==> src/logic/uart_frame_pkg.sv <==
// ~~~~~~~~~~~~~~~~~~~~~~~~~~~~~~~~~~~~~~~
// framed-string uart link shared definitions.
// bit timing, frame character and the
// width types used across the link.
// ~~~~~~~~~~~~~~~~~~~~~~~~~~~~~~~~~~~~~~~
package uart_frame_pkg;

	// ~~~~~~~~ serial timing ~~~~~~~~~~~~~~~~~
	localparam int clks_per_bit = 8;                  // short bit time for simulation.
	localparam int clk_cnt_w    = $clog2(clks_per_bit);

	typedef logic [clk_cnt_w-1:0] clk_cnt_t;          // cycle counter within one bit.

	localparam clk_cnt_t bit_last = clk_cnt_t'(clks_per_bit - 1);     // last cycle of a bit.
	localparam clk_cnt_t bit_half = clk_cnt_t'(clks_per_bit / 2 - 1); // middle of a bit.

	// ~~~~~~~~ framing ~~~~~~~~~~~~~~~~~~~~~~~
	localparam int max_len = 16;                      // payload bytes per frame.

	typedef logic [7:0]   byte_t;                     // one serial character.
	typedef logic [127:0] frame_buf_t;                // byte i at bits 8i+7:8i.
	typedef logic [4:0]   frame_len_t;                // payload length 0 to 16.

	localparam byte_t frame_char = 8'h26;             // the "&" delimiter.

endpackage
==> src/logic/uart_frame_top.sv <==
// ~~~~~~~~~~~~~~~~~~~~~~~~~~~~~~~~~~~~~~~
// framed-string uart link top level.
// joins the frame sender and receiver to
// the two serial bit engines.
// ~~~~~~~~~~~~~~~~~~~~~~~~~~~~~~~~~~~~~~~
`timescale 1ns/1ps

module uart_frame_top (
	input  logic                       sys_clk,
	input  logic                       sys_rst_n,

	input  uart_frame_pkg::frame_buf_t tx_string,
	input  uart_frame_pkg::frame_len_t tx_length,
	input  logic                       tx_req,
	output logic                       tx_ack,
	output logic                       tx_busy,

	output uart_frame_pkg::frame_buf_t rx_string,
	output uart_frame_pkg::frame_len_t rx_length,
	output logic                       rx_req,
	input  logic                       rx_ack,

	input  logic                       uart_rx_port,
	output logic                       uart_tx_port
);

	uart_frame_pkg::byte_t byte_data;                 // sender to bit tx.
	logic                  byte_req;
	logic                  byte_ack;
	uart_frame_pkg::byte_t rx_byte;                   // bit rx to receiver.
	logic                  rx_byte_valid;

	// ~~~~~~~~ transmit path ~~~~~~~~~~~~~~~~~
	frame_sender u_frame_sender (
		.sys_clk   (sys_clk),
		.sys_rst_n (sys_rst_n),
		.tx_string (tx_string),
		.tx_length (tx_length),
		.tx_req    (tx_req),
		.tx_ack    (tx_ack),
		.tx_busy   (tx_busy),
		.byte_data (byte_data),
		.byte_req  (byte_req),
		.byte_ack  (byte_ack)
	);

	uart_bit_tx u_uart_bit_tx (
		.sys_clk   (sys_clk),
		.sys_rst_n (sys_rst_n),
		.byte_data (byte_data),
		.byte_req  (byte_req),
		.byte_ack  (byte_ack),
		.line      (uart_tx_port)
	);

	// ~~~~~~~~ receive path ~~~~~~~~~~~~~~~~~~
	uart_bit_rx u_uart_bit_rx (
		.sys_clk       (sys_clk),
		.sys_rst_n     (sys_rst_n),
		.line          (uart_rx_port),
		.rx_byte       (rx_byte),
		.rx_byte_valid (rx_byte_valid)
	);

	frame_receiver u_frame_receiver (
		.sys_clk       (sys_clk),
		.sys_rst_n     (sys_rst_n),
		.rx_byte       (rx_byte),
		.rx_byte_valid (rx_byte_valid),
		.rx_string     (rx_string),
		.rx_length     (rx_length),
		.rx_req        (rx_req),
		.rx_ack        (rx_ack)
	);

endmodule

==> src/logic/frame_receiver.sv <==
// ~~~~~~~~~~~~~~~~~~~~~~~~~~~~~~~~~~~~~~~
// frame receiver.
// hunts for "&&payload&&" in the received
// bytes and offers the string to the host.
// ~~~~~~~~~~~~~~~~~~~~~~~~~~~~~~~~~~~~~~~
`timescale 1ns/1ps

module frame_receiver (
	input  logic                       sys_clk,
	input  logic                       sys_rst_n,
	input  uart_frame_pkg::byte_t      rx_byte,
	input  logic                       rx_byte_valid,
	output uart_frame_pkg::frame_buf_t rx_string,
	output uart_frame_pkg::frame_len_t rx_length,
	output logic                       rx_req,
	input  logic                       rx_ack
);

	typedef enum logic [2:0] {
		recv_hunt,
		recv_open1,
		recv_payload,
		recv_close1,
		recv_offer,
		recv_release
	} recv_state_t;

	recv_state_t state;
	logic        is_delim;
	logic        buf_full;
	logic        store;

	assign is_delim = (rx_byte == uart_frame_pkg::frame_char);
	assign buf_full = (rx_length == uart_frame_pkg::frame_len_t'(uart_frame_pkg::max_len));
	assign store    = (state == recv_payload) && rx_byte_valid && !is_delim && !buf_full;

	// ~~~~~~~~ frame recognition ~~~~~~~~~~~~~
	always_ff @(posedge sys_clk or negedge sys_rst_n) begin
		if (!sys_rst_n) begin
			state     <= recv_hunt;
			rx_length <= '0;
			rx_req    <= 1'b0;
		end else begin
			case (state)
				recv_hunt: begin
					if (rx_byte_valid && is_delim) state <= recv_open1;
				end
				recv_open1: begin
					if (rx_byte_valid) begin
						rx_length <= '0;
						state     <= is_delim ? recv_payload : recv_hunt;
					end
				end
				recv_payload: begin
					if (rx_byte_valid) begin
						if (is_delim) begin
							state <= recv_close1;
						end else if (buf_full) begin
							state <= recv_hunt;           // seventeenth byte, too long.
						end else begin
							rx_length <= rx_length + 1'b1;
						end
					end
				end
				recv_close1: begin
					if (rx_byte_valid) begin
						rx_req <= is_delim;
						state  <= is_delim ? recv_offer : recv_hunt;
					end
				end
				recv_offer: begin
					// incoming bytes are dropped until released.
					if (rx_ack) begin
						rx_req <= 1'b0;
						state  <= recv_release;
					end
				end
				recv_release: begin
					if (!rx_ack) state <= recv_hunt;
				end
				default: state <= recv_hunt;
			endcase
		end
	end

	// ~~~~~~~~ string buffer ~~~~~~~~~~~~~~~~~
	always_ff @(posedge sys_clk) begin
		if (store) begin
			rx_string[8 * rx_length +: 8] <= rx_byte;  // byte i at bits 8i+7:8i.
		end
	end

endmodule

==> src/logic/frame_sender.sv <==
// ~~~~~~~~~~~~~~~~~~~~~~~~~~~~~~~~~~~~~~~
// frame sender.
// wraps the host string as "&&payload&&"
// and feeds it byte by byte to uart_bit_tx.
// ~~~~~~~~~~~~~~~~~~~~~~~~~~~~~~~~~~~~~~~
`timescale 1ns/1ps

module frame_sender (
	input  logic                       sys_clk,
	input  logic                       sys_rst_n,
	input  uart_frame_pkg::frame_buf_t tx_string,
	input  uart_frame_pkg::frame_len_t tx_length,
	input  logic                       tx_req,
	output logic                       tx_ack,
	output logic                       tx_busy,
	output uart_frame_pkg::byte_t      byte_data,
	output logic                       byte_req,
	input  logic                       byte_ack
);

	typedef enum logic [2:0] {
		send_idle,
		send_open1,
		send_open2,
		send_payload,
		send_close1,
		send_close2,
		send_done
	} send_state_t;

	send_state_t                state;
	uart_frame_pkg::frame_len_t byte_cnt;             // next payload byte.
	logic                       sending;
	logic                       byte_done;

	assign sending   = (state != send_idle) && (state != send_done);
	assign byte_done = byte_req && byte_ack;

	always_ff @(posedge sys_clk or negedge sys_rst_n) begin
		if (!sys_rst_n) begin
			state    <= send_idle;
			byte_cnt <= '0;
			byte_req <= 1'b0;
			tx_ack   <= 1'b0;
			tx_busy  <= 1'b0;
		end else begin
			// ~~~~~~~~ byte handshake ~~~~~~~~~~~~~~~~
			if (byte_done) begin
				byte_req <= 1'b0;
			end else if (sending && !byte_req && !byte_ack) begin
				byte_req <= 1'b1;                     // previous ack has cleared.
			end

			// ~~~~~~~~ frame sequence ~~~~~~~~~~~~~~~~
			case (state)
				send_idle: begin
					if (tx_req) begin
						tx_busy <= 1'b1;
						state   <= send_open1;
					end
				end
				send_open1:  if (byte_done) state <= send_open2;
				send_open2: begin
					if (byte_done) begin
						byte_cnt <= '0;
						state    <= (tx_length == '0) ? send_close1 : send_payload;
					end
				end
				send_payload: begin
					if (byte_done) begin
						byte_cnt <= byte_cnt + 1'b1;
						if (byte_cnt + 1'b1 == tx_length) state <= send_close1;
					end
				end
				send_close1: if (byte_done) state <= send_close2;
				send_close2: begin
					if (byte_done) begin
						tx_ack <= 1'b1;                   // closing stop bit has ended.
						state  <= send_done;
					end
				end
				send_done: begin
					if (!tx_req) begin
						tx_ack  <= 1'b0;
						tx_busy <= 1'b0;
						state   <= send_idle;
					end
				end
				default: state <= send_idle;
			endcase
		end
	end

	// byte held stable while byte_req is high.
	always_ff @(posedge sys_clk) begin
		if (sending && !byte_req && !byte_ack) begin
			byte_data <= (state == send_payload) ? tx_string[8 * byte_cnt +: 8]
			                                     : uart_frame_pkg::frame_char;
		end
	end

endmodule

==> src/logic/uart_bit_rx.sv <==
// ~~~~~~~~~~~~~~~~~~~~~~~~~~~~~~~~~~~~~~~
// uart byte receiver.
// synchronizes the line, finds start bits
// and samples each bit at its middle.
// ~~~~~~~~~~~~~~~~~~~~~~~~~~~~~~~~~~~~~~~
`timescale 1ns/1ps

module uart_bit_rx (
	input  logic                  sys_clk,
	input  logic                  sys_rst_n,
	input  logic                  line,
	output uart_frame_pkg::byte_t rx_byte,
	output logic                  rx_byte_valid
);

	typedef enum logic [1:0] {
		rx_idle,
		rx_start,
		rx_data,
		rx_stop
	} rx_state_t;

	rx_state_t                state;
	logic                     line_meta;
	logic                     line_sync;
	logic                     line_prev;
	uart_frame_pkg::byte_t    rx_shift;
	uart_frame_pkg::clk_cnt_t clk_cnt;
	logic [2:0]               bit_cnt;

	// ~~~~~~~~ line synchronizer ~~~~~~~~~~~~~
	always_ff @(posedge sys_clk or negedge sys_rst_n) begin
		if (!sys_rst_n) begin
			line_meta <= 1'b1;
			line_sync <= 1'b1;
			line_prev <= 1'b1;
		end else begin
			line_meta <= line;
			line_sync <= line_meta;
			line_prev <= line_sync;                   // for edge detect.
		end
	end

	// ~~~~~~~~ bit sampling ~~~~~~~~~~~~~~~~~~
	always_ff @(posedge sys_clk or negedge sys_rst_n) begin
		if (!sys_rst_n) begin
			state         <= rx_idle;
			clk_cnt       <= '0;
			bit_cnt       <= '0;
			rx_byte_valid <= 1'b0;
		end else begin
			rx_byte_valid <= 1'b0;
			clk_cnt       <= clk_cnt + 1'b1;
			case (state)
				rx_idle: begin
					clk_cnt <= '0;
					if (line_prev && !line_sync) state <= rx_start;  // falling edge.
				end
				rx_start: begin
					if (clk_cnt == uart_frame_pkg::bit_half) begin
						clk_cnt <= '0;
						bit_cnt <= '0;
						state   <= line_sync ? rx_idle : rx_data;  // glitch filter.
					end
				end
				rx_data: begin
					if (clk_cnt == uart_frame_pkg::bit_last) begin
						clk_cnt <= '0;
						bit_cnt <= bit_cnt + 3'd1;
						if (bit_cnt == 3'd7) state <= rx_stop;
					end
				end
				rx_stop: begin
					if (clk_cnt == uart_frame_pkg::bit_last) begin
						rx_byte_valid <= line_sync;           // framing error drops it.
						state         <= rx_idle;
					end
				end
				default: state <= rx_idle;
			endcase
		end
	end

	// data path, lsb arrives first.
	always_ff @(posedge sys_clk) begin
		if (state == rx_data && clk_cnt == uart_frame_pkg::bit_last) begin
			rx_shift <= {line_sync, rx_shift[7:1]};
		end
		if (state == rx_stop && clk_cnt == uart_frame_pkg::bit_last) begin
			rx_byte <= rx_shift;
		end
	end

endmodule

==> src/logic/uart_bit_tx.sv <==
// ~~~~~~~~~~~~~~~~~~~~~~~~~~~~~~~~~~~~~~~
// uart byte transmitter.
// sends one 8n1 character per four-phase
// req/ack transfer, lsb first.
// ~~~~~~~~~~~~~~~~~~~~~~~~~~~~~~~~~~~~~~~
`timescale 1ns/1ps

module uart_bit_tx (
	input  logic                  sys_clk,
	input  logic                  sys_rst_n,
	input  uart_frame_pkg::byte_t byte_data,
	input  logic                  byte_req,
	output logic                  byte_ack,
	output logic                  line
);

	typedef enum logic [1:0] {
		tx_idle,
		tx_shift,
		tx_hold
	} tx_state_t;

	tx_state_t                state;
	logic [9:0]               shift_reg;             // stop, data, start.
	uart_frame_pkg::clk_cnt_t clk_cnt;
	logic [3:0]               bit_cnt;

	assign line = shift_reg[0];                       // all ones when idle.

	always_ff @(posedge sys_clk or negedge sys_rst_n) begin
		if (!sys_rst_n) begin
			state     <= tx_idle;
			shift_reg <= '1;
			clk_cnt   <= '0;
			bit_cnt   <= '0;
			byte_ack  <= 1'b0;
		end else begin
			case (state)
				tx_idle: begin
					if (byte_req) begin
						shift_reg <= {1'b1, byte_data, 1'b0};
						clk_cnt   <= '0;
						bit_cnt   <= '0;
						state     <= tx_shift;
					end
				end
				tx_shift: begin
					if (clk_cnt == uart_frame_pkg::bit_last) begin
						clk_cnt   <= '0;
						shift_reg <= {1'b1, shift_reg[9:1]};   // fill with idle level.
						bit_cnt   <= bit_cnt + 4'd1;
						if (bit_cnt == 4'd9) begin            // stop bit done.
							byte_ack <= 1'b1;
							state    <= tx_hold;
						end
					end else begin
						clk_cnt <= clk_cnt + 1'b1;
					end
				end
				tx_hold: begin
					if (!byte_req) begin                      // four-phase return.
						byte_ack <= 1'b0;
						state    <= tx_idle;
					end
				end
				default: state <= tx_idle;
			endcase
		end
	end

endmodule

==> config.mk <==
export PLATFORM = sky130hd
export DESIGN_NAME = uart_frame_top
export DESIGN_NICKNAME = d
export VERILOG_FILES = /design/src/logic/uart_frame_pkg.sv /design/src/logic/uart_frame_top.sv /design/src/logic/frame_receiver.sv /design/src/logic/frame_sender.sv /design/src/logic/uart_bit_rx.sv /design/src/logic/uart_bit_tx.sv
export SDC_FILE = /design/constraint.sdc
export NUM_CORES = 1
export LEC_CHECK = 0
export ABC_AREA = 1
export BUFFER_PORTS_ARGS = -buffer_cell sky130_fd_sc_hd__buf_2
export CAP_MARGIN = 20
export CORE_UTILIZATION = 53
export CTS_CLUSTER_SIZE = 28
export DETAILED_ROUTE_END_ITERATION = 12
export GPL_TIMING_DRIVEN = 0
export PLACE_DENSITY_LB_ADDON = 0.05
export SLEW_MARGIN = 20
export SYNTH_ARGS = -nofsm -noshare
export SYNTH_HDL_FRONTEND = slang
export SYNTH_SLANG_ARGS = --single-unit
export TNS_END_PERCENT = 10
==> constraint.sdc <==
create_clock -name sys_clk -period 4 [get_ports sys_clk]
set_clock_uncertainty 0.05 [all_clocks]
set_input_delay 0.4 -clock sys_clk [delete_from_list [all_inputs] [get_ports sys_clk]]
set_output_delay 0.4 -clock sys_clk [all_outputs]
set_load 0.01 [all_outputs]
# == Word level (Yosys, flattened, before mapping) ==
# Index checks and enable logic that the tools add are counted.
# word_totals
reg_bits,204
in_bits,138
output_inout_bits,137
word_cells,202
# classes
add_sub_neg,7
n_eq_ne,51
shifts,3
mux,73
reduce_logical,44
# ops
operator,count
$bwmux 128,1
$shift 8x34->128 const A,1
$shiftx 128x9->8,1
$shiftx 8x34->128,1
$mux 3,24
$neg 8->34,1
$mux 5,6
$ne 2x1->1 const B,14
$eq 3x3->1 const B,8
$mux 2,11
$ne 2x2->1 const B,11
$pmux 3 s7,1
$mux 10,2
$pmux 10 s2,1
$pmux 5 s2,2
$pmux 3 s6,1
$reduce_and 3->1,6
$reduce_bool 2->1,9
$eq 3x2->1 const B,5
$mux 1,12
$pmux 3 s2,2
$logic_and 1x1->1,11
$add 5x1->5 const B,2
$reduce_and 5->1,2
26 further kinds,43

# == Depth between registers and ports, before layout ==
# logic_depth
depth_word,6
mapped_depth,12
mapped_depth_nobuf,12

# == Modules after synthesis ==
# From an unflattened synthesis, not the netlist that was laid out.
# unflattened
cells_unflattened,1072
area_unflattened_um2,10027.1
# modules_own_cells
mod,instances,cells_each,area_per_inst_um2,seq_area_each_um2
frame_receiver,1,528,5814.3,4068.9
frame_sender,1,357,2140.8,515.5
uart_bit_rx,1,79,1074.8,784.5
uart_bit_tx,1,108,997.2,486.7

# == Worst setup path after synthesis ==
# OpenSTA, ideal clock, no wires.
# synth_timing
path_kind,register to register
startpoint,register u_frame_receiver.rx_length[0]
endpoint,register u_frame_receiver.rx_string[0] (enable)
setup_ps,370
t_arrival_ps,2924
required_time_ps,3580
slack_ps,656
stages_incl_launch_ff,10
n_path_buf,2
synth_period_minus_slack_ps,3344
path_cell_list,dfrtp_1 > inv_1 > buf_1 > ha_1 > nor3b_1 > ha_1 > clkbuf_1 > nor2_1 > nand4_4 > nor3_2
# synth_via
elab_chain_cells,3
# synth_rtl
element,line,rtl
from (decl),frame_receiver.sv:14,"output uart_frame_pkg::frame_len_t rx_length,"
from (signal assigned),frame_receiver.sv:61,rx_length <= rx_length + 1'b1;
$eq 5x5->1,frame_receiver.sv:34,assign buf_full = (rx_length == uart_frame_pkg::frame_len_t'(uart_frame_pkg::max_len));
$logic_not 1->1,frame_receiver.sv:35,assign store = (state == recv_payload) && rx_byte_valid && !is_delim && !buf_full;
$logic_and 1x1->1,frame_receiver.sv:35,
"to (signal, indexed assignment)",frame_receiver.sv:89,rx_string[8 * rx_length +: 8] <= rx_byte;
to (decl),frame_receiver.sv:13,"output uart_frame_pkg::frame_buf_t rx_string,"
# Every way passes these cells.
# A chain may end at the register's enable or synchronous reset.

# == Final worst setup path ==
# Same ends and word-level chain as after synthesis.

==> Flow_metrics.wiki <==
{| class="wikitable"
! Metric !! Value
|-
| Worst slack at placement || 119.6 ps
|-
| Clock buffer count from CTS || 21
|-
| Number of port buffers || 274
|-
| Fmax achieved || 277.6 MHz
|-
| Largest vdd supply drop || 0.3158 mV
|-
| Buffer cell driving the clock tree root || sky130_fd_sc_hd__clkbuf_16
|-
| Unrepaired setup endpoints after global routing || no
|-
| HPWL after detailed placement || 19.36 mm
|-
| Clock edge transition at the registers on the reported setup and hold paths || 60 ps
|-
| Max-Slew Margin vs Limit || 0.4681
|-
| GRT Overall Usage || 0.2629
|-
| Maximum number of buffers from clock root to sink || 3
|-
| Clk network pwr share || 0.333
|-
| Number of antenna diodes || 0
|-
| Fraction of registers with async set/reset || 0.2512
|-
| Initial core utilization || 0.5499
|-
| Height of the die || 139.4 um
|-
| Yosys top cell by area || sky130_fd_sc_hd__edfxtp_1
|-
| Class of the most critical hold timing path || in2reg
|-
| Status || complete, no violations
|-
| Post-route met1 wirelength || 9.988 mm
|-
| Proportion of netlist area held by the largest area contributor || 0.4559
|-
| Number of max-cap violations || 0
|-
| Cell types occupying the most area after synthesis || sky130_fd_sc_hd__edfxtp_1, sky130_fd_sc_hd__dfrtp_1, sky130_fd_sc_hd__nor2_1
|-
| Sort of element at the start of the critical path || register
|-
| Total gr overflow || 0
|-
| DR WL met2 || 13.22 mm
|-
| Number of flops mapped to enable cells by yosys || 152
|-
| Part of the Yosys area used for sequential elements || 0.5849
|-
| Count of filler cells inserted in the layout || 1472
|-
| Leakage || 0.004709 uW
|-
| Clock tree from TritonCTS || yes
|-
| Critical setup path kind || reg2reg
|-
| Share of post-route cells with drive strength above 1 || 0.2809
|-
| Sequential power share || 0.482
|-
| Mapped cell area || 0.01001 mm2
|-
| Reported net switching power || 1462 uW
|-
| Post-Route WL || approximately 25 mm
|-
| Starting DRC count in detailed routing || 577
|-
| Clock latency on the worst-skew pair || 500 ps
|-
| Post-layout nets || 1521
|-
| Final number of hold-violating endpoints || 0
|-
| Die Outline Area || 0.01944 mm2
|-
| PD cells || between 400 and 500 mW/mm2
|-
| Internal power consumption || 3745 uW
|-
| Number of detailed-route iterations in the first pass || 5
|-
| Final Max Slew Viols || 0
|-
| Critical path data arrival time || 3690 ps
|-
| Post-CTS Setup Inserts || 0
|-
| Relative contribution of combinational cells to total power || 0.185
|-
| Core Footprint || roughly 0.018 mm2
|-
| Remaining number of nets flagged by the antenna check after routing || 0
|-
| DR DRC count || 0
|-
| Amount of wire on met3 after detailed routing || 1.458 mm
|-
| Number of cell rows || 49
|-
| Period utilization || 0.9006
|-
| Routability congestion estimate || 0.8983
|-
| Final worst slack || roughly 400 ps
|-
| Synthesis-to-layout area growth || 22.89%
|-
| Count of synthesis-stage warnings from yosys || 0
|-
| CP Max Fanout || 11
|-
| Final setup violating endpoints || 0
|-
| Level count of the clock H-tree || 1
|-
| Summed negative setup slack over all endpoints || 0 ps
|-
| Required @ worst endpoint || 4090 ps
|-
| Die Span X || 139.4 um
|-
| Fraction of power spent switching nets || 0.2808
|-
| Wire length per cell after detailed routing || 15.88 um
|-
| Via count of the first global-routing pass || 8213
|-
| Flip-flop count of the largest register, all copies and words added || 128
|-
| Library cell with the highest instance count after synthesis || sky130_fd_sc_hd__nor2_1
|-
| Post-synthesis net count || between 1000 and 1500
|-
| Final worst path period need || 3602 ps
|-
| Highest signal layer in the routed design || met4
|-
| Kind of end point of the critical path || register
|-
| Maximum number of pins on one net before global-route repair || between 50 and 60
|-
| Detail-routed via count per cell || 5.288
|-
| Average size of a mapped cell || 9.428 um2
|-
| Post-synthesis instance total || 1062
|-
| Actual transition at the worst max-transition pin || 795.0 ps
|-
| Synth Flop Type || sky130_fd_sc_hd__edfxtp_1
|-
| Number of distinct library cells after synthesis || 43
|-
| Vias after detailed routing || 8476
|-
| Yosys reg bits || 203
|-
| Global-route wire length before repair || 40.37 mm
|-
| Top cells by count, synth || sky130_fd_sc_hd__nor2_1, sky130_fd_sc_hd__nand2_1, sky130_fd_sc_hd__edfxtp_1
|-
| Top Ports || 275
|-
| Initial antenna violation count || 0
|-
| Clk sinks || 203
|}
-- power groups by stage --
stage	Combinational [uW]	Clock, uW	Sequential, uW
2_1_floorplan	671	0	2540
3_3_place_gp	928	0	2540
3_5_place_dp	952	0	2550
4_1_cts	962	1770	2510
5_1_grt	1100	1850	2520
6_report	961	1740	2510
-- per-stage QoR --
stage,cell area [um2],power [uW],std cells,hold WS [ps],util
floorplan,10010,3207,1062,54.41,-
global placement,11670,3471,1565,295.4,0.6409
detailed placement,11670,3502,1565,299.0,0.6410
CTS,12290,5239,1603,151.7,0.6749
global route,12300,5475,1603,186.2,0.6757
finish,12300,5206,1603,172.0,0.6757
-- repair_timing --
item	4_1_cts	5_1_grt
hold buffers	2	0
setup endpoints to repair	0	16
hold endpoints to repair	40	0
resized for setup	0	3
-- routing by layer --
metal | track usage | vias to the layer above
li1 | - | 4159
met1 | 0.3102 | 3937
met2 | 0.4814 | 319
met3 | 0.03751 | 61
met4 | 0.1047 | 0
met5 | 0 | -
-- cells in the final DEF (no fill, tap or decap), types with 7 or more instances in the layout --
cell                          n
sky130_fd_sc_hd__nor3_1      36
sky130_fd_sc_hd__dfrtp_1     39
sky130_fd_sc_hd__clkbuf_16   21
sky130_fd_sc_hd__o22ai_1     12
sky130_fd_sc_hd__nor2_1     231
sky130_fd_sc_hd__nor3_2       9
sky130_fd_sc_hd__inv_1      102
sky130_fd_sc_hd__nor2_2       7
sky130_fd_sc_hd__o211ai_1    19
sky130_fd_sc_hd__nand2_1    168
sky130_fd_sc_hd__o21ai_1      9
sky130_fd_sc_hd__inv_2        9
sky130_fd_sc_hd__o21ai_0     78
sky130_fd_sc_hd__ha_1        22
sky130_fd_sc_hd__nand3_1     43
sky130_fd_sc_hd__buf_2      295
sky130_fd_sc_hd__a21oi_1     20
sky130_fd_sc_hd__edfxtp_1   152
sky130_fd_sc_hd__dfstp_2     12
sky130_fd_sc_hd__clkbuf_1    17
sky130_fd_sc_hd__nand4_1     10
-- worst paths after layout --
| path | slack [ps] | endpoint | start | cells past startpoint |
|---|---|---|---|---|
| worst min register to register | 300 | u_uart_bit_rx.line_sync | u_uart_bit_rx.line_meta | 0 |
| worst max register to register | 400 | u_frame_receiver.rx_string[0] | u_frame_receiver.rx_length[0] | 9 |
| worst min-delay path | 170 | u_frame_sender.tx_busy | tx_req | 3 |
| max in group asynchronous | 3020 | u_frame_sender.byte_cnt[1] | sys_rst_n | 2 |
| min in group asynchronous | 430 | u_frame_receiver.rx_length[2] | sys_rst_n | 2 |
| worst max-delay path | 400 | u_frame_receiver.rx_string[0] | u_frame_receiver.rx_length[0] | 9 |
-- critical path, stage by stage, from the launching register on --
cell and delay (ps):
sky130_fd_sc_hd__dfrtp_1 500, sky130_fd_sc_hd__inv_1 190, sky130_fd_sc_hd__clkbuf_2 270, sky130_fd_sc_hd__ha_1 300, sky130_fd_sc_hd__nor3b_1 400, sky130_fd_sc_hd__ha_1 330, sky130_fd_sc_hd__clkbuf_1 270, sky130_fd_sc_hd__nor2_1 250
sky130_fd_sc_hd__nand4_4 220, sky130_fd_sc_hd__nor3_4 460
-- cell families after synthesis --
group	Yosys count	share of synthesized area
XOR/XNOR	5	0.006249
flip-flops	203	0.5849
adder cells (fa/ha/maj)	22	0.02749
AO/OA/AOI/OAI	151	0.08585
AND/OR/NAND/NOR	525	0.2292
buffers and inverters	156	0.06636
-- layout make-up --
| class | instances | area [um2] | share of cell area |
|---|---|---|---|
| Buffer | 43 | 239.0 | 0.01942 |
| Inverter | 113 | 426.7 | 0.03468 |
| Tap cell | 229 | 286.5 | 0.02329 |
| Clock buffer | 27 | 548.0 | 0.04454 |
| Multi-Input combinational cell | 703 | 3506 | 0.2849 |
| Timing Repair Buffer | 276 | 1394 | 0.1133 |
| Clock inverter | 9 | 48.80 | 0.003966 |
| Sequential cell | 203 | 5856 | 0.4759 |
(Power assumes the default switching activity.)
